`src/hdl/Types.sv`:
```
package Types;

    // ----------------------------------------------------------------------
    // Widths that carry a meaning
    // ----------------------------------------------------------------------

    typedef logic [31:0] Data;        // Machine word
    typedef logic [31:0] InstAddr;    // Instruction address
    typedef logic [31:0] Inst;        // Raw instruction word
    typedef logic [4:0]  RegIndex;    // x0 up to x31
    typedef logic [7:0]  ApbAddr;     // APB byte address

    // ALU operations of RV32I
    typedef enum logic [3:0] {
        ALU_ADD,
        ALU_SUB,
        ALU_SLL,
        ALU_SLT,                      // Signed compare
        ALU_SLTU,                     // Unsigned compare
        ALU_XOR,
        ALU_SRL,
        ALU_SRA,
        ALU_OR,
        ALU_AND
    } AluOp;

    typedef enum logic [1:0] {
        RS1,                          // Register source 1
        PC,                           // AUIPC
        ZERO                          // LUI
    } OperandASel;

    typedef enum logic {
        RS2,                          // Register source 2
        IMM                           // I or U immediate
    } OperandBSel;

    // Control travelling from ID through EX to writeback
    typedef struct packed {
        AluOp       aluOp;
        OperandASel aSel;
        OperandBSel bSel;
        RegIndex    rd;               // Destination register
        logic       we;               // Writes rd
        logic       valid;            // Slot holds an issued instruction
    } ExCtrl;

    // APB register map
    localparam ApbAddr INST_ADDR = 8'h00;   // Write issues an instruction
    localparam ApbAddr PC_ADDR   = 8'h04;
    localparam ApbAddr REG_BASE  = 8'h80;   // x0 at 0x80 up to x31 at 0xFC

endpackage

```
`src/hdl/ALU.sv`:
```
`timescale 1ns/1ns

module ALU #(
    parameter int DATA_WIDTH = 32)
(
    input  Types::AluOp i_op,          // Operation from decode
    input  Types::Data  i_operandA,
    input  Types::Data  i_operandB,
    output Types::Data  o_result);

    // Shift amount from the low bits of B
    localparam int SHAMT_WIDTH = $clog2(DATA_WIDTH);

    logic [SHAMT_WIDTH-1:0] shamt;
    logic                   lessSigned;
    logic                   lessUnsigned;

    assign shamt        = i_operandB[SHAMT_WIDTH-1:0];
    assign lessSigned   = $signed(i_operandA) < $signed(i_operandB);
    assign lessUnsigned = i_operandA < i_operandB;

    // ----------------------------------------------------------------------
    // Operation select
    // ----------------------------------------------------------------------

    always_comb begin
        case (i_op)
            Types::ALU_ADD:  o_result = i_operandA + i_operandB;
            Types::ALU_SUB:  o_result = i_operandA - i_operandB;
            Types::ALU_SLL:  o_result = i_operandA << shamt;
            Types::ALU_SLT:  o_result = {{(DATA_WIDTH-1){1'b0}}, lessSigned};
            Types::ALU_SLTU: o_result = {{(DATA_WIDTH-1){1'b0}}, lessUnsigned};
            Types::ALU_XOR:  o_result = i_operandA ^ i_operandB;
            Types::ALU_SRL:  o_result = i_operandA >> shamt;   // Zero fill
            Types::ALU_SRA: begin
                // Sign fill from bit 31
                o_result = $signed(i_operandA) >>> shamt;
            end
            Types::ALU_OR:   o_result = i_operandA | i_operandB;
            Types::ALU_AND:  o_result = i_operandA & i_operandB;
            default:         o_result = '0;                    // Unused codes
        endcase
    end

endmodule

```
`src/hdl/ApbInstPort.sv`:
```
`timescale 1ns/1ns

module ApbInstPort #(
    parameter Types::InstAddr RESET_PC = 32'h0)
(
    input  logic           i_clock,
    input  logic           i_rst,
    input  logic           i_psel,
    input  logic           i_penable,
    input  logic           i_pwrite,
    input  Types::ApbAddr  i_paddr,
    input  Types::Data     i_pwdata,
    output Types::Data     o_prdata,
    output logic           o_pready,
    output logic           o_pslverr,
    input  logic           i_legal,      // Decode of the written word
    input  logic           i_busy,       // ID/EX valid
    input  Types::Data     i_regData,    // Readback port of the register file
    output logic           o_issue,
    output Types::Inst     o_inst,
    output Types::InstAddr o_pc,
    output Types::RegIndex o_regIdx);

    typedef enum logic [1:0] {
        IDLE,                            // No transfer
        ACCESS,                          // First access cycle
        WAIT                             // Held off by the pipeline
    } ApbState;

    ApbState state;
    logic    stall;
    logic    complete;
    logic    isInst;
    logic    isPc;
    logic    isReg;
    logic    badAccess;

    // Pipeline busy or issuing right now
    assign stall    = i_busy || o_issue;
    assign complete = (state == ACCESS || state == WAIT) && !stall;

    // ----------------------------------------------------------------------
    // Address decode
    // ----------------------------------------------------------------------

    assign isInst = i_paddr == Types::INST_ADDR;
    assign isPc   = i_paddr == Types::PC_ADDR;
    assign isReg  = ((i_paddr & Types::REG_BASE) == Types::REG_BASE) && i_paddr[1:0] == 2'b00;

    // Register window is read only and INST is write only
    assign badAccess = i_pwrite ? !(isPc || (isInst && i_legal)) : !(isPc || isReg);

    assign o_inst   = i_pwdata;          // Stable through the access phase
    assign o_regIdx = Types::RegIndex'((i_paddr - Types::REG_BASE) >> 2);

    // ----------------------------------------------------------------------
    // Transfer FSM and PC
    // ----------------------------------------------------------------------

    always_ff @(posedge i_clock) begin
        if (i_rst) begin
            state     <= IDLE;
            o_pready  <= 1'b0;
            o_pslverr <= 1'b0;
            o_issue   <= 1'b0;
            o_pc      <= RESET_PC;
        end else begin
            o_pready  <= 1'b0;           // Ready and strobe last one cycle
            o_pslverr <= 1'b0;
            o_issue   <= 1'b0;
            if (o_issue) begin
                o_pc <= o_pc + 32'd4;    // Next sequential address
            end
            case (state)
                IDLE: begin
                    if (i_psel && !i_penable) begin
                        state <= ACCESS;     // Setup phase seen
                    end
                end
                ACCESS, WAIT: begin
                    if (!complete) begin
                        state <= WAIT;
                    end else begin
                        state     <= IDLE;
                        o_pready  <= 1'b1;
                        o_pslverr <= badAccess;
                        o_issue   <= i_pwrite && isInst && i_legal;
                        if (i_pwrite && isPc) begin
                            o_pc <= i_pwdata;
                        end
                    end
                end
                default: state <= IDLE;
            endcase
        end
    end

    // Readback data
    always_ff @(posedge i_clock) begin
        if (complete && !i_pwrite) begin
            o_prdata <= isReg ? i_regData : o_pc;
        end
    end

endmodule

```
`src/hdl/ExecCore.sv`:
```
`timescale 1ns/1ns

module ExecCore #(
    parameter Types::InstAddr RESET_PC   = 32'h0,
    parameter int             DATA_WIDTH = 32)
(
    input  logic          i_clock,
    input  logic          i_rst,
    input  logic          i_psel,
    input  logic          i_penable,
    input  logic          i_pwrite,
    input  Types::ApbAddr i_paddr,
    input  Types::Data    i_pwdata,
    output Types::Data    o_prdata,
    output logic          o_pready,
    output logic          o_pslverr);

    // Issue side
    logic           issue;
    logic           legal;
    Types::Inst     inst;
    Types::InstAddr pc;
    Types::RegIndex regIdx;
    Types::Data     regData;

    // ID stage
    Types::ExCtrl   decCtrl;
    Types::ExCtrl   idCtrl;
    Types::Data     idImm;
    Types::RegIndex rs1;
    Types::RegIndex rs2;
    Types::Data     rs1Data;
    Types::Data     rs2Data;

    // EX stage
    Types::ExCtrl   exCtrl;
    Types::Data     exImm;
    Types::Data     exDataA;
    Types::Data     exDataB;
    Types::InstAddr exPc;
    Types::Data     exResult;
    logic           wbEnable;

    ApbInstPort #(
        .RESET_PC (RESET_PC))
    apbPort (
        .i_clock   (i_clock),
        .i_rst     (i_rst),
        .i_psel    (i_psel),
        .i_penable (i_penable),
        .i_pwrite  (i_pwrite),
        .i_paddr   (i_paddr),
        .i_pwdata  (i_pwdata),
        .o_prdata  (o_prdata),
        .o_pready  (o_pready),
        .o_pslverr (o_pslverr),
        .i_legal   (legal),
        .i_busy    (exCtrl.valid),
        .i_regData (regData),
        .o_issue   (issue),
        .o_inst    (inst),
        .o_pc      (pc),
        .o_regIdx  (regIdx));

    InstDecoder decoder (
        .i_inst  (inst),
        .o_ctrl  (decCtrl),
        .o_imm   (idImm),
        .o_rs1   (rs1),
        .o_rs2   (rs2),
        .o_legal (legal));

    RegisterFile regFile (
        .i_clock (i_clock),
        .i_rst   (i_rst),
        .i_rs1   (rs1),
        .i_rs2   (rs2),
        .i_rs3   (regIdx),
        .i_we    (wbEnable),
        .i_rd    (exCtrl.rd),
        .i_wdata (exResult),
        .o_data1 (rs1Data),
        .o_data2 (rs2Data),
        .o_data3 (regData));

    // ----------------------------------------------------------------------
    // ID/EX pipeline register
    // ----------------------------------------------------------------------

    always_comb begin
        idCtrl       = decCtrl;
        idCtrl.valid = issue;            // Slot filled only on issue
    end

    always_ff @(posedge i_clock) begin
        if (i_rst) begin
            exCtrl <= '0;
        end else begin
            exCtrl <= idCtrl;            // Valid drops after one cycle
        end
    end

    // Operands captured with the issue
    always_ff @(posedge i_clock) begin
        if (issue) begin
            exImm   <= idImm;
            exDataA <= rs1Data;
            exDataB <= rs2Data;
            exPc    <= pc;
        end
    end

    StageEX #(
        .DATA_WIDTH (DATA_WIDTH))
    stageEx (
        .i_ctrl    (exCtrl),
        .i_instImm (exImm),
        .i_dataA   (exDataA),
        .i_dataB   (exDataB),
        .i_pc      (exPc),
        .o_result  (exResult));

    // Writeback at the end of the EX cycle
    assign wbEnable = exCtrl.valid && exCtrl.we;

endmodule

```
`src/hdl/InstDecoder.sv`:
```
`timescale 1ns/1ns

module InstDecoder (
    input  Types::Inst     i_inst,
    output Types::ExCtrl   o_ctrl,
    output Types::Data     o_imm,       // I or U immediate
    output Types::RegIndex o_rs1,
    output Types::RegIndex o_rs2,
    output logic           o_legal);    // Supported encoding

    // Major opcodes
    localparam logic [6:0] OPC_OP     = 7'b0110011;
    localparam logic [6:0] OPC_OP_IMM = 7'b0010011;
    localparam logic [6:0] OPC_LUI    = 7'b0110111;
    localparam logic [6:0] OPC_AUIPC  = 7'b0010111;

    logic [6:0] opcode;
    logic [2:0] funct3;
    logic [6:0] funct7;

    assign opcode = i_inst[6:0];
    assign funct3 = i_inst[14:12];
    assign funct7 = i_inst[31:25];
    assign o_rs1  = i_inst[19:15];
    assign o_rs2  = i_inst[24:20];

    // funct3 to ALU op where alt picks SUB or SRA
    function automatic Types::AluOp aluFromFunct3(input logic [2:0] f3, input logic alt);
        case (f3)
            3'b000:  return alt ? Types::ALU_SUB : Types::ALU_ADD;
            3'b001:  return Types::ALU_SLL;
            3'b010:  return Types::ALU_SLT;
            3'b011:  return Types::ALU_SLTU;
            3'b100:  return Types::ALU_XOR;
            3'b101:  return alt ? Types::ALU_SRA : Types::ALU_SRL;
            3'b110:  return Types::ALU_OR;
            default: return Types::ALU_AND;
        endcase
    endfunction

    // ----------------------------------------------------------------------
    // Field decode
    // ----------------------------------------------------------------------

    always_comb begin
        o_ctrl.aluOp = Types::ALU_ADD;
        o_ctrl.aSel  = Types::RS1;
        o_ctrl.bSel  = Types::RS2;
        o_ctrl.rd    = i_inst[11:7];
        o_ctrl.valid = 1'b0;                                 // Set from issue at top
        o_imm        = {{20{i_inst[31]}}, i_inst[31:20]};    // I-type by default
        o_legal      = 1'b0;
        case (opcode)
            OPC_OP: begin
                o_ctrl.aluOp = aluFromFunct3(funct3, funct7[5]);
                // Alternate funct7 only on SUB and SRA
                o_legal = (funct7 == 7'b0000000)
                    || (funct7 == 7'b0100000 && (funct3 == 3'b000 || funct3 == 3'b101));
            end
            OPC_OP_IMM: begin
                o_ctrl.bSel  = Types::IMM;
                o_ctrl.aluOp = aluFromFunct3(funct3, funct3 == 3'b101 && funct7[5]);
                case (funct3)
                    3'b001:  o_legal = funct7 == 7'b0000000;    // SLLI
                    3'b101:  o_legal = funct7 == 7'b0000000 || funct7 == 7'b0100000;
                    default: o_legal = 1'b1;                     // Any immediate
                endcase
            end
            OPC_LUI, OPC_AUIPC: begin
                o_ctrl.aSel = (opcode == OPC_LUI) ? Types::ZERO : Types::PC;
                o_ctrl.bSel = Types::IMM;
                o_imm       = {i_inst[31:12], 12'b0};           // U-type
                o_legal     = 1'b1;
            end
            default: o_legal = 1'b0;
        endcase
        o_ctrl.we = o_legal;                                 // Every legal op writes rd
    end

endmodule

```
`src/hdl/RegisterFile.sv`:
```
`timescale 1ns/1ns

module RegisterFile (
    input  logic           i_clock,
    input  logic           i_rst,
    input  Types::RegIndex i_rs1,      // Pipeline read port 1
    input  Types::RegIndex i_rs2,      // Pipeline read port 2
    input  Types::RegIndex i_rs3,      // APB readback
    input  logic           i_we,
    input  Types::RegIndex i_rd,
    input  Types::Data     i_wdata,
    output Types::Data     o_data1,
    output Types::Data     o_data2,
    output Types::Data     o_data3);

    Types::Data regs [32];

    // ----------------------------------------------------------------------
    // Write port
    // ----------------------------------------------------------------------

    always_ff @(posedge i_clock) begin
        if (i_rst) begin
            for (int i = 0; i < 32; i++) begin
                regs[i] <= '0;
            end
        end else if (i_we && i_rd != 5'd0) begin    // x0 stays zero
            regs[i_rd] <= i_wdata;
        end
    end

    // Asynchronous reads
    assign o_data1 = regs[i_rs1];
    assign o_data2 = regs[i_rs2];
    assign o_data3 = regs[i_rs3];

endmodule

```
`src/hdl/StageEX.sv`:
```
`timescale 1ns/1ns

module StageEX #(
    parameter int DATA_WIDTH = 32)
(
    input  Types::ExCtrl   i_ctrl,       // Control from the ID/EX register
    input  Types::Data     i_instImm,    // Immediate of the instruction
    input  Types::Data     i_dataA,      // rs1 data
    input  Types::Data     i_dataB,      // rs2 data
    input  Types::InstAddr i_pc,         // Address of the instruction
    output Types::Data     o_result);    // Value for writeback

    // ----------------------------------------------------------------------
    // Operand A for the ALU
    // ----------------------------------------------------------------------

    Types::Data operandA;

    always_comb begin
        case (i_ctrl.aSel)
            Types::RS1:  operandA = i_dataA;
            Types::PC:   operandA = Types::Data'(i_pc);    // AUIPC base
            Types::ZERO: operandA = {DATA_WIDTH{1'b0}};    // LUI passes imm
            default:     operandA = i_dataA;
        endcase
    end

    // ----------------------------------------------------------------------
    // Operand B for the ALU
    // ----------------------------------------------------------------------

    Types::Data operandB;

    assign operandB = (i_ctrl.bSel == Types::IMM) ? i_instImm : i_dataB;

    // ALU proper
    ALU #(
        .DATA_WIDTH (DATA_WIDTH))
    alu (
        .i_op       (i_ctrl.aluOp),
        .i_operandA (operandA),
        .i_operandB (operandB),
        .o_result   (o_result));

endmodule

```
`config.mk`:
```
export PLATFORM = sky130hd
export DESIGN_NAME = ExecCore
export DESIGN_NICKNAME = d
export VERILOG_FILES = /design/src/hdl/Types.sv /design/src/hdl/ALU.sv /design/src/hdl/ApbInstPort.sv /design/src/hdl/ExecCore.sv /design/src/hdl/InstDecoder.sv /design/src/hdl/RegisterFile.sv /design/src/hdl/StageEX.sv
export SDC_FILE = /design/constraint.sdc
export NUM_CORES = 2
export LEC_CHECK = 0
export BUFFER_PORTS_ARGS = -buffer_cell sky130_fd_sc_hd__buf_2
export CORE_ASPECT_RATIO = 0.8
export CORE_MARGIN = 4
export CORE_UTILIZATION = 36
export DETAILED_ROUTE_END_ITERATION = 6
export GPL_ROUTABILITY_DRIVEN = 1
export SYNTH_ARGS = -nofsm -noshare
export SYNTH_HDL_FRONTEND = slang
export SYNTH_SLANG_ARGS = --single-unit
```
`constraint.sdc`:
```
create_clock -name i_clock -period 11.6 [get_ports i_clock]
set_input_delay 0.58 -clock i_clock [delete_from_list [all_inputs] [get_ports i_clock]]
set_output_delay 0.58 -clock i_clock [all_outputs]
set_load 0.05 [all_outputs]
```
# Yosys cells after proc, flatten, opt, wreduce, memory -nomap -nowiden
# Memory sizes are Yosys's and may differ from the RTL's. A register that Yosys moved wholly into a read port is not among the register bits.
# Index checks and enable logic that the tools add are counted.
[totals] register_bits=147 mem_bits_rw=1024 memories=1 elab_cells=128
[op_classes] n_lt_le_gt_ge=2 muxes=33 reduce_logical=38 bitwise_logic=6 shifts=3 n_eq_ne=26 addsub=4
[mem_list] name="regFile.regs" depth=32 width=32 rd=3 rd_ports_with_merged_regs=2 wr=32 line_no="RegisterFile.sv:16" source="Types::Data regs [32];"
[ops] operator="one-hot mux 32 bit (10 select lines)" n=1
[ops] operator="2-to-1 mux 32 bit" n=7
[ops] operator="< comparator 32 bit" n=2
[ops] operator="one-hot mux 32 bit (2 select lines)" n=1
[ops] operator="one-hot mux 4 bit (7 select lines)" n=2
[ops] operator="adder 32 x 3 -> 32 bit, second input constant" n=1
[ops] operator="adder 32 bit" n=1
[ops] operator="AND 32 bit" n=1
[ops] operator="bitwise OR 32 bit" n=1
[ops] operator="OR reduction 32 bit" n=1
[ops] operator="left shift 32 x 5 -> 32 bit" n=1
[ops] operator="right shift 32 x 5 -> 32 bit" n=1
[ops] operator=">>> shifter 32 x 5 -> 32 bit" n=1
[ops] operator="subtractor 32 bit" n=1
[ops] operator="bitwise XOR 32 bit" n=1
[ops] operator="2-to-1 mux 31 bit" n=1
[ops] operator="== test 7 x 6 -> 1 bit, second input constant" n=3
[ops] operator="== test 4 x 3 -> 1 bit, second input constant" n=4
[ops] operator="== test 7 x 5 -> 1 bit, second input constant" n=2
[ops] operator="2-to-1 mux 1 bit" n=13
[ops] operator="logical AND 1 bit" n=12
[ops] operator="== test 3 bit, second input constant" n=3
[ops] operator="== test 4 x 2 -> 1 bit, second input constant" n=2
[ops] operator="== test 4 bit, second input constant" n=2
[ops] operator="25 further kinds" n=47

# Depth between registers and ports, before layout
[logic_depth] ltp_word=9 mapped_depth=21 mapped_depth_nobuf=17

# Cells and area by module
# Synthesis repeated with hierarchy kept, for this count alone.
[unflattened] cells_unflattened=7765 hier_area_um2=82520.4
[by_module_without_submodules] module="RegisterFile" cells_per_inst=5763 instances=1 area_each_um2=64687.0 seq_area_each_um2=30749.5
[by_module_without_submodules] module="ALU" cells_per_inst=1231 instances=1 area_each_um2=8196.6 seq_area_each_um2=0.0
[by_module_without_submodules] module="ExecCore" cells_per_inst=158 instances=1 area_each_um2=4257.8 seq_area_each_um2=4124.0
[by_module_without_submodules] module="ApbInstPort" cells_per_inst=379 instances=1 area_each_um2=3777.4 seq_area_each_um2=1701.6
[by_module_without_submodules] module="StageEX" cells_per_inst=144 instances=1 area_each_um2=1008.5 seq_area_each_um2=0.0
[by_module_without_submodules] module="InstDecoder" cells_per_inst=90 instances=1 area_each_um2=593.1 seq_area_each_um2=0.0

# Least setup slack after synthesis
# OpenSTA, ideal clock, no wires.
[synth_timing] path_type="register to register" from="register exCtrl[9] (netlist name)" to="memory regFile.regs[10][28] (netlist name) (data pin)" required_time_ns=11.333 setup_slack_ns=6.585 stages_incl_launch_ff=22 arrival_time_ns=4.748 period_less_slack_ns=5.015 path_cell_list="dfxtp_1 > inv_1 > ha_1 > buf_2 > clkbuf_1 > buf_2 > buf_1 > mux2_2 > inv_1 > ha_1 > inv_1 > fa_1 > nor2b_1 > o311a_1 > a21oi_1 > o21ai_0 > a221oi_1 > o21ai_0 > a211o_1 > a211oi_2 > buf_2 > nor2_1"
[synth_lines] element="from (decl)" line_no="ExecCore.sv:36" source="Types::ExCtrl exCtrl;"
[synth_lines] element="from (signal assigned)" line_no="ExecCore.sv:99" source="exCtrl <= idCtrl;"
[synth_lines] element="to (decl)" line_no="RegisterFile.sv:16"

==> metrics.md <==
| Metric | Value |
|---|---|
| Hold WS | 0.0763 ns |
| EDFF count, synth | 1,184 |
| Largest net degree at the start of global routing | 99 |
| Sw frac | 25.8% |
| Register area share after synthesis | 46.9% |
| Placed instance area | 0.0816 mm² |
| Routed Antenna Nets | 0 |
| M2 GR Usage | 41.5% |
| Synth Instances | 5,739 |
| Combinational power share | 12.2% |
| Global route overflow | 0 |
| Initial antenna violation count | 17 |
| Post-CTS sizing | 0 |
| TritonRoute pass-1 iters | 7 |
| Int Pwr | 0.00809 W |
| CP max stage cell | o41ai_1 |
| WP data required | 12.11 ns |
| Placed cells | 8,285 |
| Post-CTS Setup Bufs | 0 |
| Rel. slew slack | 3.30% |
| Port bufs | 78 |
| Post-DP HPWL | 196,000 µm |
| Top Family by Delay on Critical Path | compound AO/OA/AOI/OAI gates |
| Root Buffer | clkbuf_16 |
| Critical path startpoint category | register |
| Worst setup path category | register to register |
| Finished Cell Area | 0.0861 mm² |
| Busiest grt layer | met2 |
| Crit-path max cell delay | 0.74 ns |
| Fraction of layout cells with a size suffix above 1 | 30.0% |
| Worst Path Arrival | 6.70 ns |
| Run status | finished, violations left |
| Met3 Resource Use GR | 10.3% |
| Ys async rst share | 0% |
| Min-delay worst type | input pin to register |
| Pins over their slew limit | 0 |
| Pwr Density | 127 mW/mm² |
| Clk pin slew, worst setup/hold paths | 0.05 ns |
| Clock power frac | 40.8% |
| # H-tree levels | 4 |
| Area growth syn-to-layout | 10.4% |
| Leakage | 29.4 nW |
| Violated checks | DRC |
| Initial drt markers | 10,400 |
| Crit Path Max Fanout | 68 |
| Yosys Warn Count | 0 |
| Die area | 0.224 mm² |
| Drt total wl | 323,000 µm |
| CTS tree | yes |
| CTS max path bufs | 3 |
| # rows | 152 |
| DR DRC count | 3 |
| Sequential power share | 46.9% |
| Met1 GRT Util | 36.7% |
| Vias in the first global route | 55,500 |
| Via/cell ratio | 6.83 |
| Num CTS Buffers | 141 |
| Most common flop cell mapped by yosys | edfxtp_1 |
| Netlist Area Pre-Place | 0.0780 mm² |
| Critical-path cell list | inv_1 -> ha_4 -> buf_4 -> o21ai_0 -> ha_1 -> nor3b_1 -> or4_1 -> a221o_1 -> o21ai_1 -> a221oi_1 -> o41ai_1 -> nor4b_1 -> a2111oi_4 -> buf_4 -> nor2_1 |
| Total power | 0.0109 W |
| Avg Cell Area, Syn | 13.6 µm² |
| Max-cap violation count | 0 |
| Seq cells post-synth | 1,235 |
| DR WL/cell | 37.8 µm |
| Fmax | 162 MHz |
| Number of hold buffers added after cts | 2 |
| Worst IR Drop VDD | 0.178 mV |
| Initial Util | 36.3% |
| Die height | 424 µm |
| Sw power | 0.00281 W |
| Global-route wire length before repair | 445,000 µm |
| CP Capture Type | register |
| # setup viols final | 0 |
| Period utilisation layout | 53.3% |
| Final hold violation count | 0 |
| Clk_lat worst skew | 0.83 ns |
| Buf+Inv Stages, Crit Path | 3 |
| Fin nets | 5,733 |
| I/O pins | 79 |
| Sink Count | 1,235 |
| Routability-driven placement congestion ratio | 0.961 |
| Non-filler cells, final | 8,543 |
| Die W | 528 µm |
| Core ar. | 0.215 mm² |
| Setup TNS | 0 ns |
| RSZ-0062 raised after global routing | false |
| Most used cell, CP | buf_4 |
| Yosys cell types | 91 |
| Min cycle time layout | 6.19 ns |
| Setup Skew | 0.0294 ns |
| Routed via count | 58,400 |
| GR Util All Layers | 28.3% |
| Slew @ Worst Pin | 1.44 ns |
-- tightest hold or removal path, cell delays in order --
cell and delay, ns:
buf_2 0.14, nand2_1 0.09, nor4b_1 0.05
-- synthesized netlist by cell type (7+ instances only) --
| cell type | number | area (µm²) |
|---|---|---|
| nor3b_1 | 11 | 82.6 |
| ha_1 | 105 | 1310 |
| nor2b_1 | 59 | 369 |
| nor4_1 | 16 | 100 |
| a221o_1 | 14 | 140 |
| mux2i_1 | 76 | 761 |
| o31ai_1 | 16 | 120 |
| o2111ai_1 | 12 | 105 |
| o21ai_0 | 119 | 596 |
| o221ai_1 | 18 | 158 |
| nor2_2 | 30 | 188 |
| o22ai_1 | 20 | 125 |
| edfxtp_1 | 1184 | 35600 |
| clkbuf_1 | 399 | 1500 |
| a21oi_1 | 187 | 936 |
| a31oi_1 | 51 | 319 |
| nand2_1 | 219 | 822 |
| nor2_1 | 1110 | 4170 |
| xnor2_1 | 21 | 184 |
| mux4_2 | 993 | 22400 |
| a21o_1 | 40 | 300 |
| a221oi_1 | 34 | 298 |
| dfxtp_1 | 51 | 1020 |
| o21ai_1 | 11 | 55.1 |
| nand3_1 | 67 | 335 |
| nand2b_1 | 44 | 275 |
| buf_1 | 101 | 379 |
| and2_1 | 34 | 213 |
| nor3_1 | 44 | 220 |
| buf_6 | 8 | 90.1 |
| buf_2 | 81 | 405 |
| mux2_2 | 109 | 1230 |
| a211oi_1 | 60 | 450 |
| nand3b_1 | 17 | 128 |
| inv_1 | 108 | 405 |
| and3_1 | 16 | 100 |
| o21bai_1 | 11 | 82.6 |
| nand4_1 | 21 | 131 |
| or3_1 | 13 | 81.3 |
| o211ai_1 | 52 | 390 |
| xor2_1 | 22 | 193 |
| o311ai_0 | 7 | 61.3 |
-- power by group through the flow --
| stage | registers [W] | clock network, W | logic (W) |
|---|---|---|---|
| after floorplan | 0.00519 | 0 | 0.000829 |
| after global placement | 0.00519 | 0 | 0.00129 |
| after detailed placement | 0.00520 | 0 | 0.00130 |
| after CTS | 0.00511 | 0.00447 | 0.00130 |
| after global routing | 0.00513 | 0.00467 | 0.00136 |
| final | 0.00512 | 0.00445 | 0.00133 |
-- metrics by stage --
stage / setup slack (ns) / utilization [%]
4_1_cts: 5.62 / 40.1
3_5_place_dp: 5.67 / 38.0
6_report: 5.41 / 40.1
5_1_grt: 5.19 / 40.1
3_3_place_gp: 5.80 / 38.0
2_1_floorplan: 6.59 / -
-- per-layer routing --
layer | vias to the layer above | routed length [µm]
met4 | 10 | 20400
met3 | 1020 | 49000
li1 | 22300 | -
met1 | 29900 | 113000
met5 | - | 65
met2 | 5125 | 141000
-- placed cells by master (no fill, tap or decap), types with 16 or more instances in the layout --
master     netlist  layout
xnor2_1         21      21
mux2i_1         76      74
nand2b_2         0      31
buf_4            3     185
and3_1          16      16
nor2_2          30      31
o31ai_1         16      16
clkbuf_1       399      30
nand3b_1        17      17
mux2_2         109     108
xor2_1          22      22
a31oi_1         51      51
o22ai_1         20      19
ha_1           105     104
nor2b_1         59      58
o21ai_0        119     118
a221oi_1        34      32
dfxtp_1         51      49
clkbuf_16        0     141
nor3_1          44      41
mux4_2         993     993
o221ai_1        18      17
a21o_1          40      40
and2_1          34      34
nand3_1         67      67
buf_2           81      64
a21oi_1        187     182
a211oi_1        60      55
o211ai_1        52      52
clkinv_1         3      30
inv_1          108     108
edfxtp_1      1184    1184
conb_1           1      32
nand2_1        219     188
nand4_1         21      21
nor2_1        1110    1106
nand2_2          0      31
-- cell type report --
cell class              instances  area, µm²
fillers                     19800     129000
multi-input cells            3829      39200
flip-flops and latches       1235      36600
clock buffers                 173       3670
well taps                    2849       3560
repair buffers                262       1890
clock inverters                75        812
inverters                     112        428
diodes                          8       20.0
-- registers in the layout, summed over array words and instances (netlist names) --
signal	count
apbPort.o_pslverr	1
exPc	32
apbPort.o_prdata	32
apbPort.o_pready	1
exDataB	32
exImm	32
apbPort.o_issue	1
exCtrl	14
exDataA	32
regFile.regs	1024
apbPort.state	2
apbPort.o_pc	32
-- path summary, 6_finish.rpt --
kind	from	end	slack, ns	cells after the start
min reg2reg	apbPort.o_pc[0]$_SDFFE_PP0P_	exPc[0]$_DFFE_PP_	0.52	0
min	i_pwrite	apbPort.o_issue$_SDFF_PP0_	0.08	3
max	exCtrl[9]$_SDFF_PP0_	regFile.regs[10][29]$_SDFFCE_PN0P_	5.41	15
max reg2reg	exCtrl[9]$_SDFF_PP0_	regFile.regs[10][29]$_SDFFCE_PN0P_	5.41	15
-- cell families after synthesis --
kind of cell / share of synthesized area (%)
buffers and inverters: 3.67
other: 0.00481
adders and majority gates: 1.74
muxes: 31.3
xor gates and xnor gates: 0.483
and+or+nand+nor: 9.58
AOI/OAI and AO/OA: 6.32
DFF: 46.9
Note: power is estimated with default switching activity, not from simulation.
